--- src/hdl/arr_pkg.sv ---
package arr_pkg;

    ////////////////////////////////////////////////////////////////////////////
    // Array and memory sizes
    ////////////////////////////////////////////////////////////////////////////

    // Array rows, one byte lane per row
    localparam int N_LANES = 16;
    // Kernel edge, 3x3 convolution
    localparam int KSIZE   = 3;
    localparam int BYTE_W  = 8;
    // 1024 bytes per feature memory
    localparam int MEM_AW  = 10;

    // Operating mode, same encoding as the mode pins
    typedef enum logic [1:0] {
        MODE_CFG = 2'b00,
        MODE_WGT = 2'b01,
        MODE_ACT = 2'b10,
        MODE_RUN = 2'b11
    } mode_t;

    ////////////////////////////////////////////////////////////////////////////
    // Handshake words
    ////////////////////////////////////////////////////////////////////////////

    // Config bytes in load order, out_ch first
    typedef struct packed {
        logic [BYTE_W-1:0] out_ch;
        logic [BYTE_W-1:0] in_ch;
        logic [BYTE_W-1:0] width;
        logic [BYTE_W-1:0] height;
    } conv_cfg_t;

    // One byte write into a feature memory
    typedef struct packed {
        logic              vld;
        logic [MEM_AW-1:0] addr;
        logic [BYTE_W-1:0] data;
    } mem_wr_t;

    // Read request for one PE lane of one tap
    typedef struct packed {
        logic                       vld;
        logic [$clog2(N_LANES)-1:0] lane;
        logic [MEM_AW-1:0]          a_addr;
        logic [MEM_AW-1:0]          w_addr;
        logic                       a_zero;  // window past the last one
        logic                       w_zero;  // no kernel for this lane
        logic                       last;
    } rd_req_t;

    // Lane payload once memory data is back
    typedef struct packed {
        logic                       vld;
        logic [$clog2(N_LANES)-1:0] lane;
        logic [BYTE_W-1:0]          a_byte;
        logic [BYTE_W-1:0]          w_byte;
        logic                       last;
    } lane_data_t;

    // Lane i sits at index i
    typedef logic [N_LANES-1:0][BYTE_W-1:0] lanes_t;

endpackage

--- src/hdl/load_ctrl.sv ---
module load_ctrl (
    input  logic                       clk,
    input  logic                       rstn,
    input  arr_pkg::mode_t             mode,
    input  logic                       data_load,
    input  logic [arr_pkg::BYTE_W-1:0] data_in,
    output arr_pkg::conv_cfg_t         cfg,
    output arr_pkg::mem_wr_t           a_wr,
    output arr_pkg::mem_wr_t           w_wr,
    output logic                       run_start
);
    import arr_pkg::*;

    // Next config byte, 4 means all loaded
    logic [2:0]        cfg_idx;
    // Write pointers, count up from 0
    logic [MEM_AW-1:0] a_cnt;
    logic [MEM_AW-1:0] w_cnt;
    // Set once the single run has been issued
    logic              run_done;
    logic              cfg_ld;

    // Mode decode, strobes only act in their own mode
    always_comb begin
        cfg_ld    = data_load && (mode == MODE_CFG) && (cfg_idx < 3'd4);
        a_wr.vld  = data_load && (mode == MODE_ACT);
        a_wr.addr = a_cnt;
        a_wr.data = data_in;
        w_wr.vld  = data_load && (mode == MODE_WGT);
        w_wr.addr = w_cnt;
        w_wr.data = data_in;
        // First RUN cycle after reset
        run_start = (mode == MODE_RUN) && !run_done;
    end

    always_ff @(posedge clk) begin
        if (!rstn) begin
            cfg_idx  <= '0;
            cfg      <= '0;
            a_cnt    <= '0;
            w_cnt    <= '0;
            run_done <= 1'b0;
        end else begin
            // Config bytes in order out_ch, in_ch, width, height
            if (cfg_ld) begin
                cfg_idx <= cfg_idx + 3'd1;
                case (cfg_idx)
                    3'd0:    cfg.out_ch <= data_in;
                    3'd1:    cfg.in_ch  <= data_in;
                    3'd2:    cfg.width  <= data_in;
                    default: cfg.height <= data_in;
                endcase
            end
            // Counter moves after the byte has gone out at the old address
            if (a_wr.vld)
                a_cnt <= a_cnt + 1'b1;
            if (w_wr.vld)
                w_cnt <= w_cnt + 1'b1;
            if (run_start)
                run_done <= 1'b1;
        end
    end

endmodule

--- config.mk ---
export PLATFORM = sky130hd
export DESIGN_NAME = load_ctrl
export DESIGN_NICKNAME = d
export VERILOG_FILES = /design/src/hdl/arr_pkg.sv /design/src/hdl/load_ctrl.sv
export SDC_FILE = /design/constraint.sdc
export NUM_CORES = 1
export LEC_CHECK = 0
export ABC_AREA = 1
export BUFFER_PORTS_ARGS = -buffer_cell sky130_fd_sc_hd__buf_2
export CORE_ASPECT_RATIO = 1.5
export CORE_MARGIN = 1
export CORE_UTILIZATION = 35
export CTS_BUF_LIST = sky130_fd_sc_hd__clkbuf_4
export CTS_CLUSTER_SIZE = 30
export DETAILED_ROUTE_END_ITERATION = 7
export PLACE_DENSITY = 0.59
export SYNTH_ARGS = -nofsm -noshare
export SYNTH_HDL_FRONTEND = slang
export SYNTH_SLANG_ARGS = --single-unit
--- constraint.sdc ---
create_clock -name clk -period 3.35 [get_ports clk]
set_input_delay 0.67 -clock clk [delete_from_list [all_inputs] [get_ports clk]]
set_output_delay 0.67 -clock clk [all_outputs]
set_load 0.01 [all_outputs]
Yosys cells after proc, flatten, opt, wreduce, memory -nomap -nowiden
Index checks and enable logic that the tools add are counted.
W data, S select, Z words.
Storage, ports and cells
  register bits: 56
  input port bits: 13
  output and inout port bits: 71
  logic and storage cells: 31
Operators by class
  eq/ne operators: 5
  reductions and logical operators: 13
  $add $sub $neg: 3
  magnitude comparators: 1
  bitwise gates (word level): 1
Operators by type and width (count)
  $add A10 B1 Y10 const B: 2
  $reduce_and A2 Y1: 4
  $logic_and A1 B1 Y1: 5
  $eq A2 B2 Y1 const B: 2
  $add A3 B1 Y3 const B: 1
  $eq A3 B1 Y1 const B: 1
  $eq A3 B2 Y1 const B: 1
  $logic_not A3 Y1: 1
  $lt A3 B3 Y1 const B: 1
  $reduce_or A3 Y1: 1
  $eq A2 B1 Y1 const B: 1
  $logic_not A2 Y1: 1
  $logic_not A1 Y1: 1
  $not A1 Y1: 1

Longest topological paths before layout
  word-level depth: 4
  mapped depth: 9

Least setup slack after synthesis
No wires, ideal clock.
  path type: input to output
  from: input mode[1]
  to: output run_start
  required time: 2.680 ns
  stages on the path: 2
  slack: 1.584 ns
  data arrival time: 1.096 ns
  path buffers: 0
  cells stage by stage: inv_1 > nor3_1
Between the ends
  word-level cells in the longest chain between the ends: 2
RTL lines
  start, declared: RTL line load_ctrl.sv:4  | input arr_pkg::mode_t mode,
  $eq A2 B2 Y1: RTL line load_ctrl.sv:33  | run_start = (mode == MODE_RUN) && !run_done;
  $logic_and A1 B1 Y1: RTL line load_ctrl.sv:33
  end, declared: RTL line load_ctrl.sv:10  | output logic run_start
No other way between the ends.

==> flow_summary.json <==
{
  "busiest_layer": "met2",
  "hold_path_class": "reg -> reg",
  "clk_latency_ps": 380,
  "drt_iter0_markers": 142,
  "drt-total-wl_microns": 5540,
  "core_sq_um": 7230,
  "cts_resized": 0,
  "dr.pass1.iters": 4,
  "min_from": "cfg[14]$_SDFFE_PN0P_",
  "fin_crit_sh": 0.602,
  "met2_usage": 0.294,
  "endpoint_kind": "output port",
  "io_pins": 84,
  "grt.total_usage": 0.151,
  "synth_cell_types": 22,
  "setup_slack_ps": 1330,
  "syn_inst": 379,
  "required_ps": 2680,
  "grt_max_degree": 48,
  "fin_crit_ps": 2020,
  "grt_pass1_wl_microns": 9230,
  "fin_setup_tns_ps": 0,
  "arrival_ps": 1350,
  "r2r_end": "cfg[3]$_SDFFE_PN0P_",
  "drive_above_1_share": 0.224,
  "crit_slowest_cell": "nand3_2",
  "ff2ff_setup_slack_ps": 1830,
  "powerDensity_nw_per_um2": 387,
  "clk_path_buf_depth": 2,
  "io_buffer_count": 83,
  "hpwl_microns": 4100,
  "die_width_microns": 72.5,
  "cts_buffers": 5,
  "fin_worst_skew_ps": 13.3,
  "rr_worst_depth": 8,
  "fill_cells": 792,
  "peakVddDrop_mv": 0.211,
  "post_drt_wl_per_cell_microns": 10.2,
  "tritoncts": "built",
  "worst_slew_pin_slew_ps": 489,
  "htree_levels": 2,
  "antenna_left": 0,
  "grt_util_met3": 0.0328,
  "setup_viol_count_final": 0,
  "rows": 38,
  "ys.warnings.count": 0,
  "initial_core_util": 0.361,
  "clk_pin_slew_ps": 160,
  "multi_input_comb_area_sq_um": 1130,
  "crit_buf_inv": 4,
  "vias": 2364,
  "syn-cell-area_sq_um": 2610,
  "status": "complete, no violations",
  "rsz0062_at_grt": "false",
  "critPathTopFamily": "buffers and inverters",
  "cts-hold-fix-buffers": 0,
  "critPathMaxFanout": 6,
  "cpPeakStageDelay_ps": 160,
  "post-cts-setup-buffers": 0,
  "numClockSinks": 56,
  "ys_seq_area_frac": 0.430,
  "syn_to_final_growth_pct": 17.0,
  "synth.top_cell.area_share": 0.430,
  "r2r_start": "cfg_idx[0]$_SDFFE_PN0P_",
  "nets": 464,
  "grt_pass1_vias": 2109,
  "overflow": 0,
  "insertedDiodeCount": 0,
  "cp_cell_sequence": "buf_2 > inv_1 > nand3_2 > inv_1 > buf_2",
  "syn_nets": 398,
  "finalMaxSlewViolations": 0,
  "ys_ff_latch": 56,
  "worstSetupPathType": "in -> out",
  "leakage_nw": 1.53,
  "cp-start-kind": "primary input",
  "cts_root_buf": "clkbuf_4",
  "yosysTopAreaCell": "dfxtp_1",
  "max_slew_margin": 0.674,
  "grtUsageMet1": 0.154,
  "post-place-ws_ps": 1330,
  "fmax_mhz": 496,
  "drc": 0,
  "holdPathStages": 2,
  "hold_path_end": "cfg[14]$_SDFFE_PN0P_",
  "dieArea_sq_um": 7810,
  "antenna_found_initial": 0,
  "via_per_inst": 4.33,
  "gp_congestion": 0.728,
  "max-cap-violations": 0,
  "seqCellArea_sq_um": 1120,
  "synth_area_leaders": "dfxtp_1 43%, nand2_1 15%, nor2_1 13%",
  "finalHoldViolations": 0,
  "die_y_microns": 108,
  "synth_area_per_cell_sq_um": 6.88
}
flip-flops by register name, summed over array words and instances (netlist names):
| register | count |
|---|---|
| a_cnt | 10 |
| cfg | 32 |
| run_done | 1 |
| w_cnt | 10 |
| cfg_idx | 3 |
Yosys cell counts:
| master | number |
|---|---|
| nor2_1 | 91 |
| inv_1 | 46 |
| nor2_2 | 2 |
| dfxtp_1 | 56 |
| clkbuf_1 | 1 |
| clkinv_1 | 1 |
| nor3_1 | 2 |
| buf_1 | 4 |
| ha_1 | 6 |
| xor2_1 | 1 |
| nand4_1 | 6 |
| nor2_4 | 4 |
| o21a_1 | 2 |
| o21bai_1 | 1 |
| nand3_1 | 16 |
| o21ai_0 | 7 |
| buf_6 | 4 |
| a21oi_1 | 9 |
| nand4_4 | 1 |
| buf_4 | 16 |
| nand3_2 | 1 |
| nand2_1 | 102 |
worst max-delay path by stage:
stage          cells past startpoint    start  slack [ps]   endpoint
3_3_place_gp                       5  mode[0]        1350   a_wr[18]
5_1_grt                            5  mode[0]        1220   a_wr[18]
2_1_floorplan                      2  mode[1]        1580  run_start
4_1_cts                            5  mode[0]        1330   a_wr[18]
6_report                           5  mode[0]        1330   a_wr[18]
3_5_place_dp                       5  mode[0]        1330   a_wr[18]
routing by layer:
metal  vias up  part of all wire  routed length, microns
met5         -                 0                       0
met4         0             0.015                      83
met3         5             0.047                     258
met2        65              0.52                    2890
met1      1030              0.42                    2310
li1       1264                 -                       -
power breakdown:
group	switching, W	internal, W	total, W
registers	0.00000823	0.000680	0.000689
clock network	0.000210	0.000165	0.000375
logic	0.0000758	0.0000428	0.000119
cells by family (layout without fill, tap and decap cells):
kind of cell               count (synthesis)  after routing  synth area share
and+or+nand+nor                          225            225             0.361
buffers and inverters                     72            139             0.138
DFF                                       56             56             0.430
AOI/OAI and AO/OA                         19             19            0.0393
adders and majority gates                  6              6            0.0288
xor gates and xnor gates                   1              1           0.00336
cell usage in the layout (no fill, tap or decap):
cell and n:
nand4_4 1, nor2_2 2, nand4_1 6, nor2_4 4
inv_1 46, nand3_2 1, nand3_1 16, ha_1 6
clkinv_2 1, nand2_1 102, buf_4 1, o21ai_0 7
a21oi_1 9, clkbuf_4 6, o21bai_1 1, xor2_1 1
bufinv_16 1, buf_2 83, dfxtp_1 56, nor2_1 91
o21a_1 2, nor3_1 2, clkinv_1 1
metrics by stage:
stage / cells / utilization / power (W) / hold WS [ps] / cell area [sq um]
finish: 546 / 0.422 / 0.00118 / 492 / 3050
global route: 546 / 0.422 / 0.00124 / 516 / 3050
CTS: 546 / 0.422 / 0.00121 / 495 / 3050
detailed placement: 538 / 0.411 / 0.000824 / 466 / 2970
global placement: 538 / 0.411 / 0.000822 / 458 / 2970
floorplan: 379 / - / 0.000791 / 442 / 2610
worst register-to-register path: stages, from the launching register on:
cell	delay [ps]
dfxtp_1	390
inv_1	100
ha_1	200
inv_1	100
nand3_1	130
nor2_4	320
nand2_1	90
nand2_1	70
nor2_1	40
final cells by class:
cell class	count	area share
clock buffer	6	0.0148
clock inverter	2	0.0115
inverter	47	0.0578
multi-input combinational	251	0.369
sequential	56	0.367
tap	100	0.0410
timing repair buffer	84	0.139
Note: power is estimated with default switching activity, not from simulation.
