## config.mk

```make
export PLATFORM = sky130hd
export DESIGN_NAME = window_seq
export DESIGN_NICKNAME = d
export VERILOG_FILES = /design/src/hdl/arr_pkg.sv /design/src/hdl/window_seq.sv
export SDC_FILE = /design/constraint.sdc
export NUM_CORES = 1
export LEC_CHECK = 0
export BUFFER_PORTS_ARGS = -buffer_cell sky130_fd_sc_hd__buf_4
export CAP_MARGIN = 5
export CORE_UTILIZATION = 30
export CTS_BUF_LIST = sky130_fd_sc_hd__clkbuf_4
export CTS_CLUSTER_DIAMETER = 30
export DETAILED_ROUTE_END_ITERATION = 8
export PLACE_DENSITY_LB_ADDON = 0.1
export SLEW_MARGIN = 20
export SYNTH_ARGS = -nofsm -noshare
export SYNTH_HDL_FRONTEND = slang
export SYNTH_SLANG_ARGS = --single-unit
```

## constraint.sdc

```tcl
create_clock -name clk -period 10.1 [get_ports clk]
set_input_delay 0.505 -clock clk [delete_from_list [all_inputs] [get_ports clk]]
set_output_delay 0.505 -clock clk [all_outputs]
set_load 0.005 [all_outputs]
```

## src/hdl/arr_pkg.sv

```systemverilog
package arr_pkg;

    ////////////////////////////////////////////////////////////////////////////
    // Array and memory sizes
    ////////////////////////////////////////////////////////////////////////////

    // Array rows, one byte lane per row
    localparam int N_LANES = 16;
    // Kernel edge, 3x3 convolution
    localparam int KSIZE   = 3;
    localparam int BYTE_W  = 8;
    // 1024 bytes per feature memory
    localparam int MEM_AW  = 10;

    // Operating mode, same encoding as the mode pins
    typedef enum logic [1:0] {
        MODE_CFG = 2'b00,
        MODE_WGT = 2'b01,
        MODE_ACT = 2'b10,
        MODE_RUN = 2'b11
    } mode_t;

    ////////////////////////////////////////////////////////////////////////////
    // Handshake words
    ////////////////////////////////////////////////////////////////////////////

    // Config bytes in load order, out_ch first
    typedef struct packed {
        logic [BYTE_W-1:0] out_ch;
        logic [BYTE_W-1:0] in_ch;
        logic [BYTE_W-1:0] width;
        logic [BYTE_W-1:0] height;
    } conv_cfg_t;

    // One byte write into a feature memory
    typedef struct packed {
        logic              vld;
        logic [MEM_AW-1:0] addr;
        logic [BYTE_W-1:0] data;
    } mem_wr_t;

    // Read request for one PE lane of one tap
    typedef struct packed {
        logic                       vld;
        logic [$clog2(N_LANES)-1:0] lane;
        logic [MEM_AW-1:0]          a_addr;
        logic [MEM_AW-1:0]          w_addr;
        logic                       a_zero;  // window past the last one
        logic                       w_zero;  // no kernel for this lane
        logic                       last;
    } rd_req_t;

    // Lane payload once memory data is back
    typedef struct packed {
        logic                       vld;
        logic [$clog2(N_LANES)-1:0] lane;
        logic [BYTE_W-1:0]          a_byte;
        logic [BYTE_W-1:0]          w_byte;
        logic                       last;
    } lane_data_t;

    // Lane i sits at index i
    typedef logic [N_LANES-1:0][BYTE_W-1:0] lanes_t;

endpackage

```

## src/hdl/window_seq.sv

```systemverilog
module window_seq (
    input  logic               clk,
    input  logic               rstn,
    input  arr_pkg::conv_cfg_t cfg,
    input  logic               run_start,
    output arr_pkg::rd_req_t   rd_req
);
    import arr_pkg::*;

    ////////////////////////////////////////////////////////////////////////////
    // Derived sizes
    ////////////////////////////////////////////////////////////////////////////

    logic [BYTE_W-1:0] row_w;      // windows per row
    logic [15:0]       win_cnt;    // windows per channel
    logic [15:0]       grp_sum;
    logic [11:0]       grp_cnt;    // groups of 16 windows, rounded up
    logic [15:0]       ch_stride;  // bytes per input channel
    logic [15:0]       w_stride;   // bytes per kernel

    assign row_w     = cfg.width - 8'd2;
    assign win_cnt   = 16'(row_w) * 16'(cfg.height - 8'd2);
    assign grp_sum   = win_cnt + 16'd15;
    assign grp_cnt   = grp_sum[15:4];
    assign ch_stride = 16'(cfg.width) * 16'(cfg.height);
    assign w_stride  = 16'(KSIZE * KSIZE) * 16'(cfg.in_ch);

    ////////////////////////////////////////////////////////////////////////////
    // Loop counters
    ////////////////////////////////////////////////////////////////////////////

    logic              active;
    logic [3:0]        p;          // PE lane, innermost
    logic [1:0]        k;          // kernel column
    logic [1:0]        r;          // kernel row
    logic [BYTE_W-1:0] c;          // input channel
    logic [11:0]       g;          // window group, outermost
    // Window position of n = g*16+p, and of the group's first window
    logic [BYTE_W-1:0] cur_col;
    logic [BYTE_W-1:0] cur_row;
    logic [BYTE_W-1:0] grp_col;
    logic [BYTE_W-1:0] grp_row;
    logic [BYTE_W-1:0] nxt_col;
    logic [BYTE_W-1:0] nxt_row;
    logic              tap_end;
    logic              grp_end;
    logic              is_last;
    logic [15:0]       n;
    logic [15:0]       a_full;
    logic [15:0]       w_full;

    // Next window in raster order
    always_comb begin
        if (cur_col == row_w - 8'd1) begin
            nxt_col = '0;
            nxt_row = cur_row + 8'd1;
        end else begin
            nxt_col = cur_col + 8'd1;
            nxt_row = cur_row;
        end
    end

    assign tap_end = (p == 4'(N_LANES - 1));
    assign grp_end = tap_end && (k == 2'(KSIZE - 1)) && (r == 2'(KSIZE - 1))
                     && (c == cfg.in_ch - 8'd1);
    assign is_last = grp_end && (g == grp_cnt - 12'd1);

    always_ff @(posedge clk) begin
        if (!rstn) begin
            active  <= 1'b0;
            {p, k, r, c, g} <= '0;
            {cur_col, cur_row, grp_col, grp_row} <= '0;
        end else if (run_start) begin
            active  <= 1'b1;
            {p, k, r, c, g} <= '0;
            {cur_col, cur_row, grp_col, grp_row} <= '0;
        end else if (active) begin
            p <= p + 4'd1;
            if (!tap_end) begin
                cur_col <= nxt_col;
                cur_row <= nxt_row;
            end else if (!grp_end) begin
                // Same windows again for the next tap
                cur_col <= grp_col;
                cur_row <= grp_row;
                if (k == 2'(KSIZE - 1)) begin
                    k <= '0;
                    if (r == 2'(KSIZE - 1)) begin
                        r <= '0;
                        c <= c + 8'd1;
                    end else begin
                        r <= r + 2'd1;
                    end
                end else begin
                    k <= k + 2'd1;
                end
            end else begin
                // Group done, window after lane 15 starts the next one
                grp_col <= nxt_col;
                grp_row <= nxt_row;
                cur_col <= nxt_col;
                cur_row <= nxt_row;
                {k, r, c} <= '0;
                g <= g + 12'd1;
                if (is_last)
                    active <= 1'b0;
            end
        end
    end

    // Address generation
    assign n      = {g, p};
    assign a_full = 16'(c) * ch_stride + (16'(cur_row) + 16'(r)) * 16'(cfg.width)
                    + 16'(cur_col) + 16'(k);
    assign w_full = 16'(p) * w_stride + 16'(c) * 16'(KSIZE * KSIZE)
                    + 16'(r) * 16'(KSIZE) + 16'(k);

    always_comb begin
        rd_req.vld    = active;
        rd_req.lane   = p;
        rd_req.a_addr = a_full[MEM_AW-1:0];
        rd_req.w_addr = w_full[MEM_AW-1:0];
        rd_req.a_zero = (n >= win_cnt);
        rd_req.w_zero = ({4'd0, p} >= cfg.out_ch);
        rd_req.last   = active && is_last;
    end

endmodule

```

After elaboration in Yosys (flattened, before gate mapping):

Cells that the tools add are included.

* add/subtract/negate cells: 20
* multipliers: 8
* divide/modulo/power cells: 0
* $lt $le $gt $ge: 2
* eq/ne operators: 6
* shifts and indexed selects: 0
* muxes and demuxes: 19
* bitwise logic cells: 1
* reduce and logical (&&, ||, !) cells: 12

Operator list (number)
* two-way mux 8 bit: 9
* adder 8 x 1 -> 8 bit, second input constant: 3
* adder 10 bit: 2
* adder 10 x 2 -> 10 bit: 2
* adder 16 x 4 -> 16 bit, second input constant: 1
* equality test 8 bit: 2
* greater-or-equal comparator 16 bit: 1
* multiplier 8 x 16 -> 10 bit: 1
* multiplier 8 x 8 -> 16 bit: 1
* multiplier 9 x 9 -> 16 bit: 1
* subtractor 8 x 1 -> 8 bit, second input constant: 2
* adder 12 x 1 -> 12 bit, second input constant: 1
* equality test 12 bit: 1
* multiplier 4 x 12 -> 10 bit: 1
* multiplier 4 x 8 -> 12 bit, first input constant: 1
* subtractor 12 x 1 -> 12 bit, second input constant: 1
* adder 10 x 4 -> 10 bit: 1
* adder 10 x 8 -> 10 bit: 1
* multiplier 8 x 4 -> 10 bit, second input constant: 1
* multiplier 9 x 8 -> 10 bit: 1
* two-way mux 2 bit: 5
* adder 8 x 2 -> 9 bit: 1
* subtractor 8 x 2 -> 9 bit, second input constant: 1
* greater-or-equal comparator 4 x 8 -> 1 bit: 1
* other kinds (14): 26

* flip-flop bits (word level): 61
* bits in latches: 0
* memory bits (writable): 0
* ROM bits: 0
* input port bits: 35
* output and inout port bits: 28
* logic and storage cells: 78
* memories kept: 0

Depth between registers and ports, before layout:

* depth in word-level cells: 11
* depth in mapped cells: 31
* mapped depth without buffers: 30

Least setup slack after synthesis:

No wires, ideal clock.

* path type: input to output
* from: input cfg[9] in the netlist's numbering
* to: output rd_req[22] in the netlist's numbering
* arrival time: 8.071 ns
* required time: 9.595 ns
* slack: 1.524 ns
* stages: 29
* buffers on the path: 2
* cell sequence: clkbuf_1 -> clkbuf_1 -> and2_1 -> fa_1 -> fa_1 -> fa_1 -> inv_1 -> fa_1 -> inv_1 -> ha_1 -> xnor2_1 -> nand2_1 -> fa_1 -> inv_1 -> fa_1 -> inv_1 -> fa_1 -> fa_1 -> fa_1 -> inv_1 -> fa_1 -> xnor2_1 -> xnor2_1 -> xnor2_1 -> xnor2_1 -> xnor2_1 -> xnor2_1 -> xnor2_1 -> xnor2_1

RTL lines
* start, declared: line window_seq.sv:4 `input arr_pkg::conv_cfg_t cfg,`
* end, declared: line window_seq.sv:6 `output arr_pkg::rd_req_t rd_req`

==> run metrics <==
final hold violation count=0; final worst path period share=between 80% and 90%; vias in the first global route=10400; GRT Residual Overflow=0; largest net degree at the start of global routing=50; post-DR vias/cell=~4.6; CP Buf/Inv Count=8; Post-Synthesis Cells=approximately 1600; starting density of the core=slightly above 30%; Placer Congestion=a little over 0.8; Clock Latency Late Sink=0.42 ns; die outline area=44800 sq um; setup repair after global routing missed its margin=no; worst-path fanout max=24; final non-filler cell total=approximately 2200; status=completed; via count=approximately 10000; sequential element share of the synthesized area=a little under a tenth; Clock transition at path regs=around 0.10 ns; initial antenna violation count=1; slowest library cell on the worst path=fa_1; Area Overhead vs Synth=9.02%; CTS tree=yes; Critical Path RT=about 9.6 ns; Setup crit start kind=primary input; WL met3=747 um; DRC viols=0; Worst slew margin=40.9%; EDFF count, synth=0; H-tree Lvls=3; shortest period the worst path allows=8.90 ns; CTS sink count=about 60; ys flop type=dfxtp_1; Core Footprint=~43000 sq um; Max VDD drop=148 uV; worst stage delay on the critical path=roughly 0.54 ns; Reg power frac=between 10 and 15%; Antenna Nets Post-Route=0; layout cells sized above 1=between 7 and 8%; Setup Fix Bufs, Post-CTS=0; met1 WL=between 15000 and 20000 um; Yosys reg bits=61; top sig layer=met5; fraction of registers with async set/reset=0%; post-cts resize count=0; Gate power share=76.6%; Setup Viol. Count Final=0; critical path type=primary input to output port; Max Clock Freq=~110 MHz; drt wl/cell=around 16 um; Post-Place Cells=2167; most frequent cells in the layout=232 x inv_1, 176 x ha_1, 166 x fa_1; placed wire-length estimate=between 20000 and 30000 um; global-route wire length before repair=approximately 57000 um; Post-Syn Area=13200 sq um; Synth Area per Inst=about 8.4 sq um; area taken by multi-input logic gates=between 10000 and 15000 sq um; Slew Limit Fails=0; Arr. time, crit path=8.40 ns; met2 wire length=15800 um; delay-heaviest family, CP=adder cells; most common cell after layout, fill and taps aside=inv_1; Clock Path Buffers=2; Fillers=4634; Hold Crit Class=primary input to flip-flop; Clk pwr share=about 10%; hold_buf cts=0; crit end category=output port; internal power=approximately 0.9 mW; DRT iter0 DRCs=348; # rows=76; Sw Ratio=51.2%; setup_tns=0 ns; antenna cells=0; Maximum Capacitance Violations=0; Yosys Warn Count=0; top-level port count=between 60 and 70; Die Y=around 210 um; chip width=approximately 210 um; utilization after layout=about a third; clock skew=0.0259 ns; pwr/cell area=127 nW/um^2; number of buffers added on ports=62; syn_nets=between 1500 and 2000; WL final=34700 um; Detailed Routing Iterations Pass 1=5; NetSw=roughly 0.93 mW; LEAKAGE=roughly 6.8 nW; Global Route Usage Sum=~16%; number of distinct library cells after synthesis=67; actual slew at the worst max-slew pin=0.885 ns; Placed Area=between 10000 and 15000 sq um; nets=a little under 2000; total CTS buffers=9; final instance area=about 14000 sq um; Reg area=about 1200 sq um; clk root buf=clkbuf_4
-- synthesized netlist by cell type (2+ instances only) --
cell type / count / area share [%]
inv_1: 232 / 6.6
ha_1: 176 / 17
fa_1: 166 / 25
nor2_1: 136 / 3.9
nand2_1: 126 / 3.6
xnor2_1: 123 / 8.2
and2_1: 86 / 4.1
a21oi_1: 62 / 2.4
dfxtp_1: 61 / 9.3
clkbuf_1: 55 / 1.6
xor2_1: 42 / 2.8
nor3_1: 28 / 1.1
and3_1: 22 / 1.0
nand3_1: 22 / 0.83
a21o_1: 21 / 1.2
nand4_1: 21 / 1.0
o21ai_0: 21 / 0.80
or2_2: 17 / 0.81
nand2b_1: 16 / 0.76
nor2b_1: 14 / 0.66
mux2i_1: 11 / 0.83
o21bai_1: 11 / 0.63
a211oi_1: 10 / 0.57
nor4_1: 7 / 0.33
o21ai_1: 7 / 0.27
or3_1: 7 / 0.33
o31ai_1: 5 / 0.28
nor3b_1: 4 / 0.23
a22oi_1: 3 / 0.17
and4_1: 3 / 0.20
buf_4: 3 / 0.17
nand3b_1: 3 / 0.17
o21a_1: 3 / 0.17
o22ai_1: 3 / 0.14
or4_1: 3 / 0.17
a21boi_1: 2 / 0.11
a31oi_1: 2 / 0.095
nor4bb_1: 2 / 0.15
o2111ai_1: 2 / 0.13
o211ai_1: 2 / 0.11
o31a_1: 2 / 0.13
o41ai_1: 2 / 0.13
-- cells by family (layout without fill, tap and decap cells) --
logic type      after synthesis  after routing  synth area share (%)
compound gates              166            166                  8.04
xor+xnor                    167            167                  11.3
fa+ha+maj                   343            343                  42.0
buf+inv                     293            322                  8.43
flops                        61             61                  9.26
mux                          12             12                 0.920
simple gates                527            527                  20.1
-- state kept, by name, summed over array words and instances (netlist names) --
name	cells
c	8
cur_col	8
g	12
active	1
grp_col	8
r	2
cur_row	8
k	2
p	4
grp_row	8
-- per-layer routing --
layer | global-route usage (%) | vias up
met5 | 0 | -
met4 | 1.75 | 2
met2 | 26.7 | 106
li1 | - | 5066
met3 | 1.75 | 19
met1 | 23.5 | 4769
-- power groups by stage --
| stage | Sequential [mW] | Clock (mW) | Combinational (mW) |
|---|---|---|---|
| finish | 0.245 | 0.181 | 1.40 |
| global route | 0.246 | 0.202 | 1.61 |
| CTS | 0.245 | 0.188 | 1.42 |
| detailed placement | 0.250 | 0 | 1.41 |
| global placement | 0.251 | 0 | 1.40 |
| floorplan | 0.249 | 0 | 1.10 |
-- cell type report --
cell class / instances / share of cell area, %
clock buffers: 9 / 0.470
clock inverters: 7 / 0.505
inverters: 233 / 6.08
multi-input cells: 1215 / 75.5
flip-flops and latches: 61 / 8.49
well taps: 585 / 5.09
repair buffers: 73 / 3.81
-- worst register-to-register path, cell delays in order, from the launching register on --
cell and delay [ns]:
dfxtp_1 0.80, xnor2_1 0.22, xnor2_1 0.17, o31ai_1 0.34, nand4_1 0.37, nor2_2 0.16
buf_4 0.34, nand4_1 0.36, or3_1 0.44, a21oi_1 0.14
-- metrics by stage --
step | total power [mW] | setup slack (ns) | hold WS (ns)
final | 1.82 | 1.20 | 0.401
after global routing | 2.05 | 0.678 | 0.358
after CTS | 1.85 | 1.10 | 0.372
after detailed placement | 1.66 | 1.12 | 0.467
after global placement | 1.66 | 1.25 | 0.458
after floorplan | 1.35 | 1.52 | 0.450
-- path summary, 6_finish.rpt --
kind	depth (start not counted)	start	slack [ns]	to
worst max-delay path	32	cfg[9]	1.20	rd_req[22]
worst min-delay path	2	rstn	0.40	active
worst max register to register	9	c[3]	6.70	g[10]
worst min register to register	2	grp_row[0]	0.48	grp_row[0]
No activity file was read; power rests on OpenSTA's default activity.
