$ cat src/hdl/arr_pkg.sv
package arr_pkg;

    ////////////////////////////////////////////////////////////////////////////
    // Array and memory sizes
    ////////////////////////////////////////////////////////////////////////////

    // Array rows, one byte lane per row
    localparam int N_LANES = 16;
    // Kernel edge, 3x3 convolution
    localparam int KSIZE   = 3;
    localparam int BYTE_W  = 8;
    // 1024 bytes per feature memory
    localparam int MEM_AW  = 10;

    // Operating mode, same encoding as the mode pins
    typedef enum logic [1:0] {
        MODE_CFG = 2'b00,
        MODE_WGT = 2'b01,
        MODE_ACT = 2'b10,
        MODE_RUN = 2'b11
    } mode_t;

    ////////////////////////////////////////////////////////////////////////////
    // Handshake words
    ////////////////////////////////////////////////////////////////////////////

    // Config bytes in load order, out_ch first
    typedef struct packed {
        logic [BYTE_W-1:0] out_ch;
        logic [BYTE_W-1:0] in_ch;
        logic [BYTE_W-1:0] width;
        logic [BYTE_W-1:0] height;
    } conv_cfg_t;

    // One byte write into a feature memory
    typedef struct packed {
        logic              vld;
        logic [MEM_AW-1:0] addr;
        logic [BYTE_W-1:0] data;
    } mem_wr_t;

    // Read request for one PE lane of one tap
    typedef struct packed {
        logic                       vld;
        logic [$clog2(N_LANES)-1:0] lane;
        logic [MEM_AW-1:0]          a_addr;
        logic [MEM_AW-1:0]          w_addr;
        logic                       a_zero;  // window past the last one
        logic                       w_zero;  // no kernel for this lane
        logic                       last;
    } rd_req_t;

    // Lane payload once memory data is back
    typedef struct packed {
        logic                       vld;
        logic [$clog2(N_LANES)-1:0] lane;
        logic [BYTE_W-1:0]          a_byte;
        logic [BYTE_W-1:0]          w_byte;
        logic                       last;
    } lane_data_t;

    // Lane i sits at index i
    typedef logic [N_LANES-1:0][BYTE_W-1:0] lanes_t;

endpackage

$ cat src/hdl/skew_bank.sv
module skew_bank (
    input  logic                        clk,
    input  logic                        rstn,
    input  arr_pkg::rd_req_t            rd_req,
    input  logic [arr_pkg::BYTE_W-1:0]  a_byte,
    input  logic [arr_pkg::BYTE_W-1:0]  w_byte,
    output arr_pkg::lanes_t             aouts,
    output arr_pkg::lanes_t             wouts,
    output logic [arr_pkg::N_LANES-1:0] lane_vld,
    output logic                        done
);
    import arr_pkg::*;

    // Request flags, one cycle late to meet the read data
    logic       q_vld;
    logic [3:0] q_lane;
    logic       q_az;
    logic       q_wz;
    logic       q_last;
    lane_data_t cur;
    logic       beat_end;
    // Collect stage, full beat and release stage
    lanes_t     col_a;
    lanes_t     col_w;
    lanes_t     beat_a;
    lanes_t     beat_w;
    lanes_t     rel_a;
    lanes_t     rel_w;
    logic       fin_pend;   // last beat is being released

    always_ff @(posedge clk) begin
        if (!rstn) begin
            {q_vld, q_lane, q_az, q_wz, q_last} <= '0;
        end else begin
            q_vld  <= rd_req.vld;
            q_lane <= rd_req.lane;
            q_az   <= rd_req.a_zero;
            q_wz   <= rd_req.w_zero;
            q_last <= rd_req.last;
        end
    end

    // Flagged lanes become 0
    always_comb begin
        cur.vld    = q_vld;
        cur.lane   = q_lane;
        cur.a_byte = q_az ? '0 : a_byte;
        cur.w_byte = q_wz ? '0 : w_byte;
        cur.last   = q_last;
        // Lane 15 goes straight into the beat
        beat_a = col_a;
        beat_w = col_w;
        beat_a[N_LANES-1] = cur.a_byte;
        beat_w[N_LANES-1] = cur.w_byte;
    end

    assign beat_end = cur.vld && (cur.lane == 4'(N_LANES - 1));

    ////////////////////////////////////////////////////////////////////////////
    // Collect, release and staggered output
    ////////////////////////////////////////////////////////////////////////////

    always_ff @(posedge clk) begin
        if (cur.vld) begin
            col_a[cur.lane] <= cur.a_byte;
            col_w[cur.lane] <= cur.w_byte;
        end
        if (beat_end) begin
            rel_a    <= beat_a;
            rel_w    <= beat_w;
            aouts[0] <= beat_a[0];
            wouts[0] <= beat_w[0];
        end
        // Lane i follows lane i-1 by one cycle
        for (int i = 1; i < N_LANES; i++) begin
            if (lane_vld[i-1]) begin
                aouts[i] <= rel_a[i];
                wouts[i] <= rel_w[i];
            end
        end
    end

    // Strobe chain, done sticks after lane 15 of the last beat
    always_ff @(posedge clk) begin
        if (!rstn) begin
            lane_vld <= '0;
            fin_pend <= 1'b0;
            done     <= 1'b0;
        end else begin
            lane_vld <= {lane_vld[N_LANES-2:0], beat_end};
            fin_pend <= fin_pend | (beat_end & cur.last);
            done     <= done | (fin_pend & lane_vld[N_LANES-1]);
        end
    end

endmodule

$ cat config.mk
export PLATFORM = sky130hd
export DESIGN_NAME = skew_bank
export DESIGN_NICKNAME = d
export VERILOG_FILES = /design/src/hdl/arr_pkg.sv /design/src/hdl/skew_bank.sv
export SDC_FILE = /design/constraint.sdc
export NUM_CORES = 1
export LEC_CHECK = 0
export ABC_CLOCK_PERIOD_IN_PS = 12750
export BUFFER_PORTS_ARGS = -buffer_cell sky130_fd_sc_hd__buf_2
export CORE_MARGIN = 10
export CORE_UTILIZATION = 40
export DETAILED_ROUTE_END_ITERATION = 16
export PLACE_DENSITY_LB_ADDON = 0.1
export SLEW_MARGIN = 10
export SYNTH_ARGS = -nofsm -noshare
export SYNTH_HDL_FRONTEND = slang
export SYNTH_SLANG_ARGS = --single-unit
export TNS_END_PERCENT = 5
$ cat constraint.sdc
create_clock -name clk -period 12.75 [get_ports clk]
set_input_delay 2.55 -clock clk [delete_from_list [all_inputs] [get_ports clk]]
set_output_delay 2.55 -clock clk [all_outputs]
set_load 0.05 [all_outputs]
* Yosys cells after proc, flatten, opt, wreduce, memory -nomap -nowiden
Cells that the tools add are included.
** Storage, ports and cells
- Flip-flop bits (word level) :: 778
- Output and inout port bits :: 273
** Operators by class
- $lt $le $gt $ge :: 2
- Equal/unequal tests :: 1
- Mux-type cells :: 6
- Bitwise gates (word level) :: 4
- Reductions and logical operators :: 2
** Operator list (number)
- bitwise mux 128 bit :: 2
- demux 8 bit (select 4 bit) :: 1
- 2-to-1 mux 8 bit :: 3
- less-than comparator 4 x 5 -> 1 bit, second input constant :: 1
- == test 4 bit, second input constant :: 1
- greater-or-equal comparator 4 x 1 -> 1 bit, second input constant :: 1
- bitwise AND 1 bit :: 2
- logical AND 1 bit :: 2
- bitwise OR 1 bit :: 2

* Logic depth before layout (Yosys ltp)
Gate-level depths: netlist (run 1).
- Word-level depth :: 5
- Depth in mapped cells :: 3
- Mapped depth without buffers :: 2

* Least setup slack after synthesis (run 1)
OpenSTA, ideal clock, no wires.
- Path type :: register to register
- Start :: register q_lane[3]
- End :: register aouts[0] (netlist bit), enable pin
- Data arrival time :: 11.181 ns
- Required time :: 11.872 ns
- Path slack :: 0.690 ns
- Stages on the path, launching flop included :: 3
- Period minus slack after synthesis :: 12.060 ns
- Cell sequence :: dfxtp_1 nand2_1 nor2_1
** On the way
- Word-level cells in the longest chain between the ends :: 2
** Ends and longest elaborated chain
- start: declaration :: line skew_bank.sv:16 : logic [3:0] q_lane;
- start signal: assignment :: line skew_bank.sv:36 : q_lane <= rd_req.lane;
- == test 4 bit :: line skew_bank.sv:57 : assign beat_end = cur.vld && (cur.lane == 4'(N_LANES - 1));
- logical AND 1 bit :: line skew_bank.sv:57
- named net beat_end :: line skew_bank.sv:21 : logic beat_end;
- end signal: indexed assignment :: line skew_bank.sv:77 : aouts[i] <= rel_a[i];
- end: declaration :: line skew_bank.sv:7 : output arr_pkg::lanes_t aouts,
The timed path passes the listed nets, and every way through them passes these cells.
A chain may end at the register's enable or synchronous reset.

* Worst setup path in the final report (run 1)
- Start :: register lane_vld[14] (netlist bit)
- End :: output port lane_vld[14] (netlist bit)
** RTL lines
- start: declaration :: line skew_bank.sv:9 : output logic [arr_pkg::N_LANES-1:0] lane_vld,
- start signal: assignment :: line skew_bank.sv:90 : lane_vld <= {lane_vld[N_LANES-2:0], beat_end};
No word-level cell between the ends.

==> reports/metrics.yaml, run 1 <==
status:
  status: "finished, final reports clean"
cells_and_area:
  design_area_um2: 28300
  syn2layout_area_growth_pct: 22.7
  nets: 1284
  multi_input_area_um2: 523
  fillCellCount: 4577
  layout-drive-gt1-share: 0.356
  regArea_um2: 22600
  final_cell_count_no_fill: 2060
global_route:
  first_global_vias: 9392
  grt_usage: 0.145
  overflow: 0
  antenna_found_initial: 14
  grt_pass1_wl_um: 69300
  grt_start_max_net_pins: 87
logic_synthesis:
  synthCells: 833
  synth_fa_ha_area_frac: 0
  yosys_warnings: 0
  ys_ff_latch: 762
  synth_ff_type: "edfxtp_1"
  async_reset_ff_frac: 0
  synthDistinctLibCells: 17
  synth.net_count: 879
  netlist_area_um2: 23000
  synth-edff-count: 736
  synth_top_family_by_area: "simple AND/OR/NAND/NOR gates"
  yosys-mux-area-fraction: 0
  synth_top_cells_by_area: "edfxtp_1 (96%), dfxtp_1 (2.3%), and2_1 (0.62%)"
  synth.avg_cell_area_um2: 27.6
  synth_compound_area_frac: 0.000435
  netlist.area_leader.share: 0.960
  synth_simple_gate_area_frac: 0.0165
  ys_seq_area_frac: 0.983
  synth-xor-area-share: 0
  yosys.area.top_type: "edfxtp_1"
setup_path:
  crit_cells: 1
  slowest_delay_ns: 0.85
  path_buf_inv: 1
  cp_top_family: "flip-flops"
  cp.arrival_ns: 1.85
  r2r-end: "rel_w[50]"
  cp-startpoint: "lane_vld[14]"
  crit_path_start_kind: "register"
  ff2ff_setup_slack_ns: 8.90
  critPathRequiredTime_ns: 10.20
  r2r_start: "q_lane[2]"
  worstPathMaxFanout: 18
  slowest_stage: "dfxtp_1"
  end_kind: "output port"
  cp_cell_sequence: "buf_2"
  crit_type: "reg -> out"
  r2r_cells: 4
floorplan:
  io_pins: 319
  die_w_um: 260
  die_h_um: 260
  core_region_area_um2: 56700
  die_area_um2: 67600
  initial_core_util: 0.406
  fp-row-count: 87
detailed_routing:
  dr.pass1.iters: 7
  vias_per_cell: 4.49
  routedWlPerCell_um: 24.1
  vias: 9259
  finalWirelength_um: 49700
  route.antenna.remaining_nets: 0
  drt-initial-drc-count: 646
  drc: 0
timing:
  finalMaxSlewViolations: 0
  rsz0062_at_grt: "no"
  tns_ns: 0
  skew_ns: 0.0167
  period_needed_ns: 4.40
  slew_headroom: 0.217
  setup_viol: 0
  tightest_slew_ns: 1.17
  finalCritPeriodShare: 0.345
  fmax_mhz: 227
  layout_setup_ws_ns: 8.35
  hold_viol_final: 0
cts:
  cts_setup_buffers: 0
  hold_buffers: 0
  cts_resized: 0
  clkSinkCount: 762
  numCtsBuffers: 77
  h-tree-depth: 3
  clock_path_buffers: 3
  root_buffer: "clkbuf_16"
  path_clk_slew_ns: 0.06
  clk_latency_ns: 0.59
  cts_tree: "done"
placement:
  io_buffers: 298
  placedCellCount: 1915
  place_ws_ns: 8.82
  gp_congestion: 0.720
  place_hpwl_um: 29800
  placed_area_um2: 25800
power_and_ir_drop:
  p_leak_uw: 0.00962
  p_int_uw: 4000
  pwr-share-comb: 0.011
  p_clk_frac: 0.436
  ir_drop_mv: 0.0884
  p_per_area_nw_per_um2: 175
  p_switching_uw: 936
  power_frac_seq: 0.554
  swShare: 0.190
worst_hold_path:
  hold_start: "beat_a[115]"
  hold_path_depth: 0
  hold_end: "rel_a[115]"
  hold_class: "reg -> reg"
flow_run:
  maxCapViolCount: 0
metrics by stage:
stage	power (uW)	util	hold slack [ns]
6_report	4940	0.498	0.411
5_1_grt	5110	0.498	0.414
4_1_cts	5010	0.498	0.413
3_5_place_dp	2840	0.455	0.405
3_3_place_gp	2840	0.455	0.400
2_1_floorplan	2800	-	0.400
sequential cells by signal, summed over array words and instances, names as in the netlist:
name	cells
aouts	128
beat_a	120
beat_w	120
done	1
fin_pend	1
lane_vld	16
q_az	1
q_lane	4
q_last	1
q_vld	1
q_wz	1
rel_a	120
rel_w	120
wouts	128
layer usage:
metal / global-route usage / routed length [um]
met4: 0.0435 / 777
met3: 0.0533 / 4670
met1: 0.186 / 20600
met2: 0.229 / 23600
met5: 0 / 74
synth_stat cells, types with 2 or more instances:
cell	number
nand3b_1	2
clkbuf_1	2
nand2b_1	2
and2_1	23
nor2_1	13
nor3_1	4
nand2_1	2
dfxtp_1	26
edfxtp_1	736
nor2b_1	16
power groups by stage:
stage | Combinational (uW) | Sequential, uW | Clock [uW]
finish | 52.5 | 2730 | 2150
global route | 58.1 | 2730 | 2310
CTS | 57.3 | 2730 | 2210
detailed placement | 57.1 | 2790 | 0
global placement | 57.4 | 2790 | 0
floorplan | 14.3 | 2790 | 0
cells by family after synthesis:
family,Yosys count
compound gates,2
buf+inv,3
flops,762
simple gates,66
final cells by class:
class,count,share of cell area
multi-input combinational,68,0.0185
tap,756,0.0335
clock inverter,45,0.0136
timing repair buffer,328,0.0608
sequential,762,0.801
clock buffer,94,0.0723
antenna,6,0.000531
inverter,1,0.000133
cell usage in the layout, fill, tap and decap left out, drive strengths merged:
cell type / Yosys / layout
edfxtp: 736 / 736
nand3b: 2 / 2
nand4: 1 / 1
nor2b: 16 / 16
nor3: 5 / 5
and2: 23 / 23
clkbuf: 2 / 94
nand3: 1 / 1
or3b: 1 / 1
nor2: 13 / 13
inv: 1 / 2
bufinv: 0 / 6
dfxtp: 26 / 26
clkinvlp: 0 / 5
a21oi: 1 / 1
nand2: 2 / 2
buf: 0 / 328
clkinv: 0 / 33
nand2b: 2 / 2
diode: 0 / 6
o21ai: 1 / 1
how the worst max path moves through the flow:
stage / to / slack [ns]
final: lane_vld[14] / 8.35
after global routing: lane_vld[14] / 8.20
after CTS: lane_vld[14] / 8.27
after detailed placement: aouts[5] / 8.82
after global placement: rel_w[51] / 8.88
after floorplan: aouts[0] / 0.69
(Power assumes the default switching activity.)
==> run 2, diff against run 1 <==
--- a/config.mk
+++ b/config.mk
@@ -5,7 +5,7 @@
 export SDC_FILE = /design/constraint.sdc
 export NUM_CORES = 1
 export LEC_CHECK = 0
-export ABC_CLOCK_PERIOD_IN_PS = 12750
+export ABC_CLOCK_PERIOD_IN_PS = 4390
 export BUFFER_PORTS_ARGS = -buffer_cell sky130_fd_sc_hd__buf_2
 export CORE_MARGIN = 10
 export CORE_UTILIZATION = 40
==> constraint.sdc (replaced) <==
create_clock -name clk -period 4.39 [get_ports clk]
set_input_delay 0.878 -clock clk [delete_from_list [all_inputs] [get_ports clk]]
set_output_delay 0.878 -clock clk [all_outputs]
set_load 0.05 [all_outputs]
==> run 2 against run 1 <==
  * Via count rose by 0.66%
  * Clock-buffer cell count rose by 13
  * Die area did not move
  * Total power rose to 2.9 times the previous value
  * First-iteration DRC count rose by 8.2%
  * Clock skew fell by 0.0025 ns
  * Clock power rose to 3.0 times the previous value
  * Worst setup slack got worse by 6.8 ns
  * Global-route usage rose by 0.053 points
  * Largest power group unchanged
==> reports/metrics.yaml, run 2 (synthesis results as in run 1) <==
status:
  status: "finished, final reports clean"
floorplan:
  initial_core_util: 0.406  # unchanged
  fp-row-count: 87  # unchanged
  io_pins: 319  # unchanged
  die_area_um2: 67600  # unchanged
  die_h_um: 260  # unchanged
  core_region_area_um2: 56700  # unchanged
  die_w_um: 260  # unchanged
power_and_ir_drop:
  power_frac_seq: 0.548  # -0.006
  swShare: 0.186  # -0.00317
  p_switching_uw: 2700  # +190%
  p_int_uw: 11800  # +190%
  ir_drop_mv: 0.300  # +240%
  p_per_area_nw_per_um2: 510  # +190%
  p_leak_uw: 0.00969  # +0.72%
  power_uw: 14500  # +190%
  pwr-share-comb: 0.011  # about the same
  p_clk_frac: 0.441  # +0.005
setup_path:
  path_buf_inv: 1  # unchanged
  cp_cell_sequence: "buf_2"
  cp.arrival_ns: 1.93  # +0.08 ns
  crit_type: "reg -> out"
  end_kind: "output port"
  slowest_stage: "dfxtp_1"
  crit_path_start_kind: "register"
  cp_top_family: "flip-flops"
  slowest_delay_ns: 0.91  # +0.06 ns
  critPathRequiredTime_ns: 3.51  # -6.69 ns
  worstPathMaxFanout: 18  # unchanged
cells_and_area:
  layout-drive-gt1-share: 0.356  # +0.000556
  final_cell_count_no_fill: 2070  # +0.49%
  top_regs: "aouts: 128 flops, wouts: 128 flops"
  final_common_cell: "edfxtp_1"
  syn2layout_area_growth_pct: 23.5
  nets: 1294  # +0.78%
  layout_common_cells: "edfxtp_1 (736), buf_2 (298), clkbuf_16 (80), buf_4 (36), clkbuf_1 (26)"
global_route:
  antenna_found_initial: 15  # +1
  grt_pass1_wl_um: 69600  # +0.42%
  overflow: 0  # unchanged
  first_global_vias: 9589  # +2.1%
  grt_start_max_net_pins: 64  # -26%
  grt_usage: 0.146  # +0.000532
timing:
  slew_headroom: 0.283  # +0.0664
  tns_ns: 0  # unchanged
  fmax_mhz: 357
  finalCritPeriodShare: 0.639
  skew_ns: 0.0142  # -0.00245 ns
  rsz0062_at_grt: "no"
  tightest_slew_ns: 1.07  # -0.102 ns
  period_needed_ns: 2.80
  hold_viol_final: 0  # unchanged
  finalMaxSlewViolations: 0  # unchanged
  setup_viol: 0  # unchanged
cts:
  clock_path_buffers: 3  # unchanged
  cts_tree: "done"
  path_clk_slew_ns: 0.06  # about the same
  hold_buffers: 0  # unchanged
  numCtsBuffers: 77  # unchanged
  h-tree-depth: 3  # unchanged
  cts_setup_buffers: 0  # unchanged
  clkSinkCount: 762  # unchanged
  cts_resized: 0  # unchanged
  root_buffer: "clkbuf_16"
  clk_latency_ns: 0.61  # +0.02 ns
flow_run:
  maxCapViolCount: 0  # unchanged
detailed_routing:
  vias: 9320  # +0.66%
  finalWirelength_um: 49900  # +0.25%
  drc: 0  # unchanged
  vias_per_cell: 4.50  # +0.17%
  route.antenna.remaining_nets: 0  # unchanged
  routedWlPerCell_um: 24.1  # -0.23%
  dr.pass1.iters: 4  # -3
  drt-initial-drc-count: 699  # +8.2%
placement:
  io_buffers: 298  # unchanged
  place_hpwl_um: 29900  # +0.31%
  gp_congestion: 0.700  # -2.8%
  placedCellCount: 1925  # +0.52%
worst_hold_path:
  hold_class: "reg -> reg"
## run 2: cell types whose count changed in the layout (fill, tap and decap cells not counted), moves of 4 or more
| cell | previous run | this run |
|---|---|---|
| buf_12 | 0 | 4 |
| buf_4 | 30 | 36 |
| clkbuf_1 | 13 | 26 |
| clkinv_2 | 16 | 4 |
| clkinvlp_4 | 5 | 1 |
| dfxtp_1 | 26 | 21 |
| nor2b_2 | 3 | 8 |
| nor2b_4 | 13 | 8 |
## run 2: worst paths after layout
check / slack, ns / start / to / cells past startpoint
hold reg to reg: 0.40 / rel_a[118] / aouts[118] / 0
setup / recovery: 1.59 / lane_vld[12] / lane_vld[12] / 1
hold / removal: 0.40 / rel_a[118] / aouts[118] / 0
setup reg to reg: 2.24 / q_lane[0] / rel_a[29] / 3
## run 2: layout make-up
class,instances,area (um^2)
fill,4603,28300
sequential,762,22600
clock buffer,107,2110
timing repair buffer,338,1840
tap,756,946
multi-input combinational,68,518
clock inverter,34,374
antenna,4,10.0
inverter,1,3.75
## run 2: through the flow
step	hold slack, ns	area, um^2	utilization	worst slack [ns]
floorplan	0.400	23100	-	-0.282
global placement	0.400	25900	0.457	2.14
detailed placement	0.405	25900	0.457	2.14
CTS	0.410	28400	0.501	1.51
global route	0.413	28400	0.501	1.48
finish	0.405	28400	0.501	1.59
## run 2: power groups by stage
| stage | combinational [uW] | clock (uW) | sequential (uW) |
|---|---|---|---|
| finish | 156 | 6400 | 7940 |
| global route | 168 | 6860 | 7940 |
| CTS | 166 | 6580 | 7940 |
| detailed placement | 166 | 0 | 8100 |
| global placement | 165 | 0 | 8090 |
| floorplan | 41.9 | 0 | 8090 |
## run 2: layer usage
metal / share of wire / global-route usage / vias up / wire length [um]
met4: 0.018 / 0.0460 / 16 / 877
met1: 0.40 / 0.181 / 4721 / 20100
li1: - / - / 4188 / -
met5: 0.0018 / 0 / - / 90
met2: 0.48 / 0.230 / 315 / 23700
met3: 0.10 / 0.0602 / 80 / 5050
==> run 3, diff against run 2 <==
--- a/config.mk
+++ b/config.mk
@@ -5,7 +5,8 @@
 export SDC_FILE = /design/constraint.sdc
 export NUM_CORES = 1
 export LEC_CHECK = 0
-export ABC_CLOCK_PERIOD_IN_PS = 4390
+export ABC_AREA = 1
+export ABC_CLOCK_PERIOD_IN_PS = 2500
 export BUFFER_PORTS_ARGS = -buffer_cell sky130_fd_sc_hd__buf_2
 export CORE_MARGIN = 10
 export CORE_UTILIZATION = 40
==> constraint.sdc (replaced) <==
create_clock -name clk -period 2.5 [get_ports clk]
set_input_delay 0.5 -clock clk [delete_from_list [all_inputs] [get_ports clk]]
set_output_delay 0.5 -clock clk [all_outputs]
set_load 0.05 [all_outputs]
==> run 3 against run 2 <==
  * Register-to-register slack got worse by 1.5 ns
  * First-iteration DRC count fell by 0.57%
  * Global-route usage increased by 0.092 points
  * Clock power rose by 67%
  * Die area up 0.32%
  * Combinational power is 81% higher
  * Synthesized area is 0.35% higher
  * Hold slack got worse by 0.31 ns
  * Sequential share of layout area grew 0.28 points
  * Core utilization shrank 0.85 points
  * Cell area decreased by 0.38%
  * Highest routed layer is now met4
==> reports/metrics.yaml, run 3 <==
status:
  status: "finished, final reports clean"
setup_path:
  r2r_start: "q_vld"
  crit_type: "reg -> out"
  end_kind: "output port"
  r2r-end: "rel_a[44]"
  worstPathMaxFanout: 18  # unchanged
  cp.arrival_ns: 1.48  # -0.45 ns
  critPathRequiredTime_ns: 2.00  # -1.51 ns
  r2r_cells: 5  # +2
  cp-startpoint: "lane_vld[5]"
  ff2ff_setup_slack_ns: 0.76  # -1.48 ns
  crit_path_start_kind: "register"
cts:
  path_clk_slew_ns: 0.06  # about the same
  h-tree-depth: 3  # unchanged
  clkSinkCount: 762  # unchanged
  cts_setup_buffers: 0  # unchanged
  clk_latency_ns: 0.59  # -0.02 ns
  root_buffer: "clkbuf_16"
  clock_path_buffers: 3  # unchanged
  numCtsBuffers: 75  # -2.6%
  cts_tree: "done"
  cts_resized: 0  # unchanged
  hold_buffers: 0  # unchanged
timing:
  whs_ns: 0.0989  # -0.306 ns
  tightest_slew_ns: 0.894  # -0.179 ns
  hold_viol_final: 0  # unchanged
  skew_ns: 0.0166  # +0.00236 ns
  tns_ns: 0  # unchanged
  fmax_mhz: 506
  finalMaxSlewViolations: 0  # unchanged
  setup_viol: 0  # unchanged
  period_needed_ns: 1.98
  slew_headroom: 0.403  # +0.120
  finalCritPeriodShare: 0.791
  rsz0062_at_grt: "no"
logic_synthesis:
  netlist_area_um2: 23100  # +0.35%
  synth.net_count: 929  # +5.7%
  synth_common_cells: "edfxtp_1 (736), inv_1 (45), nor2_1 (33)"
  yosys_warnings: 0  # unchanged
  async_reset_ff_frac: 0  # unchanged
  synthCells: 883  # +6.0%
  synth.most_common_cell: "edfxtp_1"
  ys_ff_latch: 762  # unchanged
  synth_top_cells_by_area: "edfxtp_1 (96%), dfxtp_1 (2.3%), inv_1 (0.73%)"
  netlist.area_leader.share: 0.957  # -0.00333
  yosys.area.top_type: "edfxtp_1"
  synth-edff-count: 736  # unchanged
  synth.avg_cell_area_um2: 26.2  # -5.3%
  synth_ff_type: "edfxtp_1"
  synthDistinctLibCells: 13  # -4
  ys_seq_area_frac: 0.979  # -0.00341
power_and_ir_drop:
  power_frac_seq: 0.560  # +0.012
  p_per_area_nw_per_um2: 878  # +72%
  p_leak_uw: 0.00985  # +1.6%
  p_int_uw: 20100  # +71%
  pwr-share-comb: 0.011  # about the same
  p_switching_uw: 4750  # +76%
  ir_drop_mv: 0.449  # +50%
  p_clk_frac: 0.428  # -0.013
  swShare: 0.191  # +0.00437
floorplan:
  io_pins: 319  # unchanged
  fp-row-count: 88  # +1.1%
  core_region_area_um2: 57500  # +1.3%
  die_area_um2: 67800  # +0.32%
  die_w_um: 260  # +0.16%
  die_h_um: 260  # +0.16%
  initial_core_util: 0.402  # -0.00399
cells_and_area:
  design_area_um2: 28300  # -0.38%
  fillCellCount: 4695  # +2.0%
  layout-drive-gt1-share: 0.349  # -0.00708
  final_common_cell: "edfxtp_1"
  top_regs: "aouts: 128 flops, wouts: 128 flops"
  syn2layout_area_growth_pct: 22.6
  layout_common_cells: "edfxtp_1 (736), buf_2 (298), clkbuf_16 (77), inv_1 (44), buf_4 (32)"
  nets: 1335  # +3.2%
detailed_routing:
  finalWirelength_um: 50200  # +0.72%
  vias: 9413  # +1.0%
  vias_per_cell: 4.45  # -1.2%
  drc: 0  # unchanged
  dr.pass1.iters: 5  # +1
  route.antenna.remaining_nets: 0  # unchanged
  routedWlPerCell_um: 23.7  # -1.5%
  drt-initial-drc-count: 695  # -0.57%
worst_hold_path:
  hold_class: "in -> reg"
  hold_end: "q_wz"
  hold_start: "rd_req[1]"
  hold_path_depth: 3  # +3
global_route:
  grt_usage: 0.147  # +0.000920
  first_global_vias: 9728  # +1.4%
  grt_start_max_net_pins: 88  # +38%
  grt_pass1_wl_um: 69900  # +0.37%
  antenna_found_initial: 7  # -8
  overflow: 0  # unchanged
flow_run:
  maxCapViolCount: 0  # unchanged
placement:
  placed_area_um2: 26000  # +0.17%
  io_buffers: 298  # unchanged
  place_hpwl_um: 30000  # +0.23%
  gp_congestion: 0.744  # +6.2%
==> run 3: cell types whose count changed in the layout (fill, tap and decap cells not counted), moves of 8 or more <==
cell      previous run  this run
inv_1                1        44
nor2b_4              8         0
nor2_4               1        17
clkinv_1            17         8
nor2b_2              8         0
nand2_1              1        29
clkinv_2             4        17
and2_1              23         0
==> run 3: power by group through the flow <==
| stage | combinational, uW | sequential (uW) | clock, uW |
|---|---|---|---|
| after floorplan | 84.0 | 14200 | 0 |
| after global placement | 302 | 14200 | 0 |
| after detailed placement | 304 | 14200 | 0 |
| after CTS | 306 | 13900 | 11000 |
| after global routing | 311 | 13900 | 11500 |
| final | 282 | 13900 | 10700 |
==> run 3: through the flow <==
stage                util  total power [uW]  worst slack (ns)  cells
floorplan               -             14300             -2.25    883
global route        0.493             25700             0.459   2113
finish              0.493             24900             0.523   2117
global placement    0.452             14500             0.768   1977
detailed placement  0.452             14500             0.747   1977
CTS                 0.493             25200             0.459   2113
==> run 3: worst max-delay path, stage by stage, from the launching register on <==
cell and delay [ns]:
dfxtp_1 0.31, buf_4 0.25, buf_2 0.32
==> run 3: layout make-up <==
| type | count | area (um^2) | share of cell area |
|---|---|---|---|
| Timing Repair Buffer | 334 | 1810 | 0.0639 |
| Clock buffer | 100 | 2040 | 0.0721 |
| Antenna cell | 4 | 10.0 | 0.000353 |
| Multi-Input combinational cell | 70 | 419 | 0.0148 |
| Sequential cell | 762 | 22600 | 0.799 |
| Tap cell | 765 | 957 | 0.0338 |
| Inverter | 46 | 173 | 0.00609 |
| Clock inverter | 36 | 292 | 0.0103 |
==> run 3: kinds of logic after synthesis <==
kind of cell / share of synthesized area
buf+inv: 0.00877
compound gates: 0.000216
simple gates: 0.0119
flops: 0.979
==> run 3: routing by layer <==
layer  part of all wire  GRT usage
met5                  0          0
met4              0.019     0.0480
met3              0.068     0.0381
met2               0.50      0.245
met1               0.41      0.186
==> run 3: how the worst max path moves through the flow <==
stage | endpoint | slack [ns]
6_report | lane_vld[5] | 0.52
5_1_grt | lane_vld[5] | 0.46
4_1_cts | lane_vld[5] | 0.46
3_5_place_dp | rel_w[46] | 0.75
3_3_place_gp | rel_w[46] | 0.77
2_1_floorplan | aouts[0] | -2.25
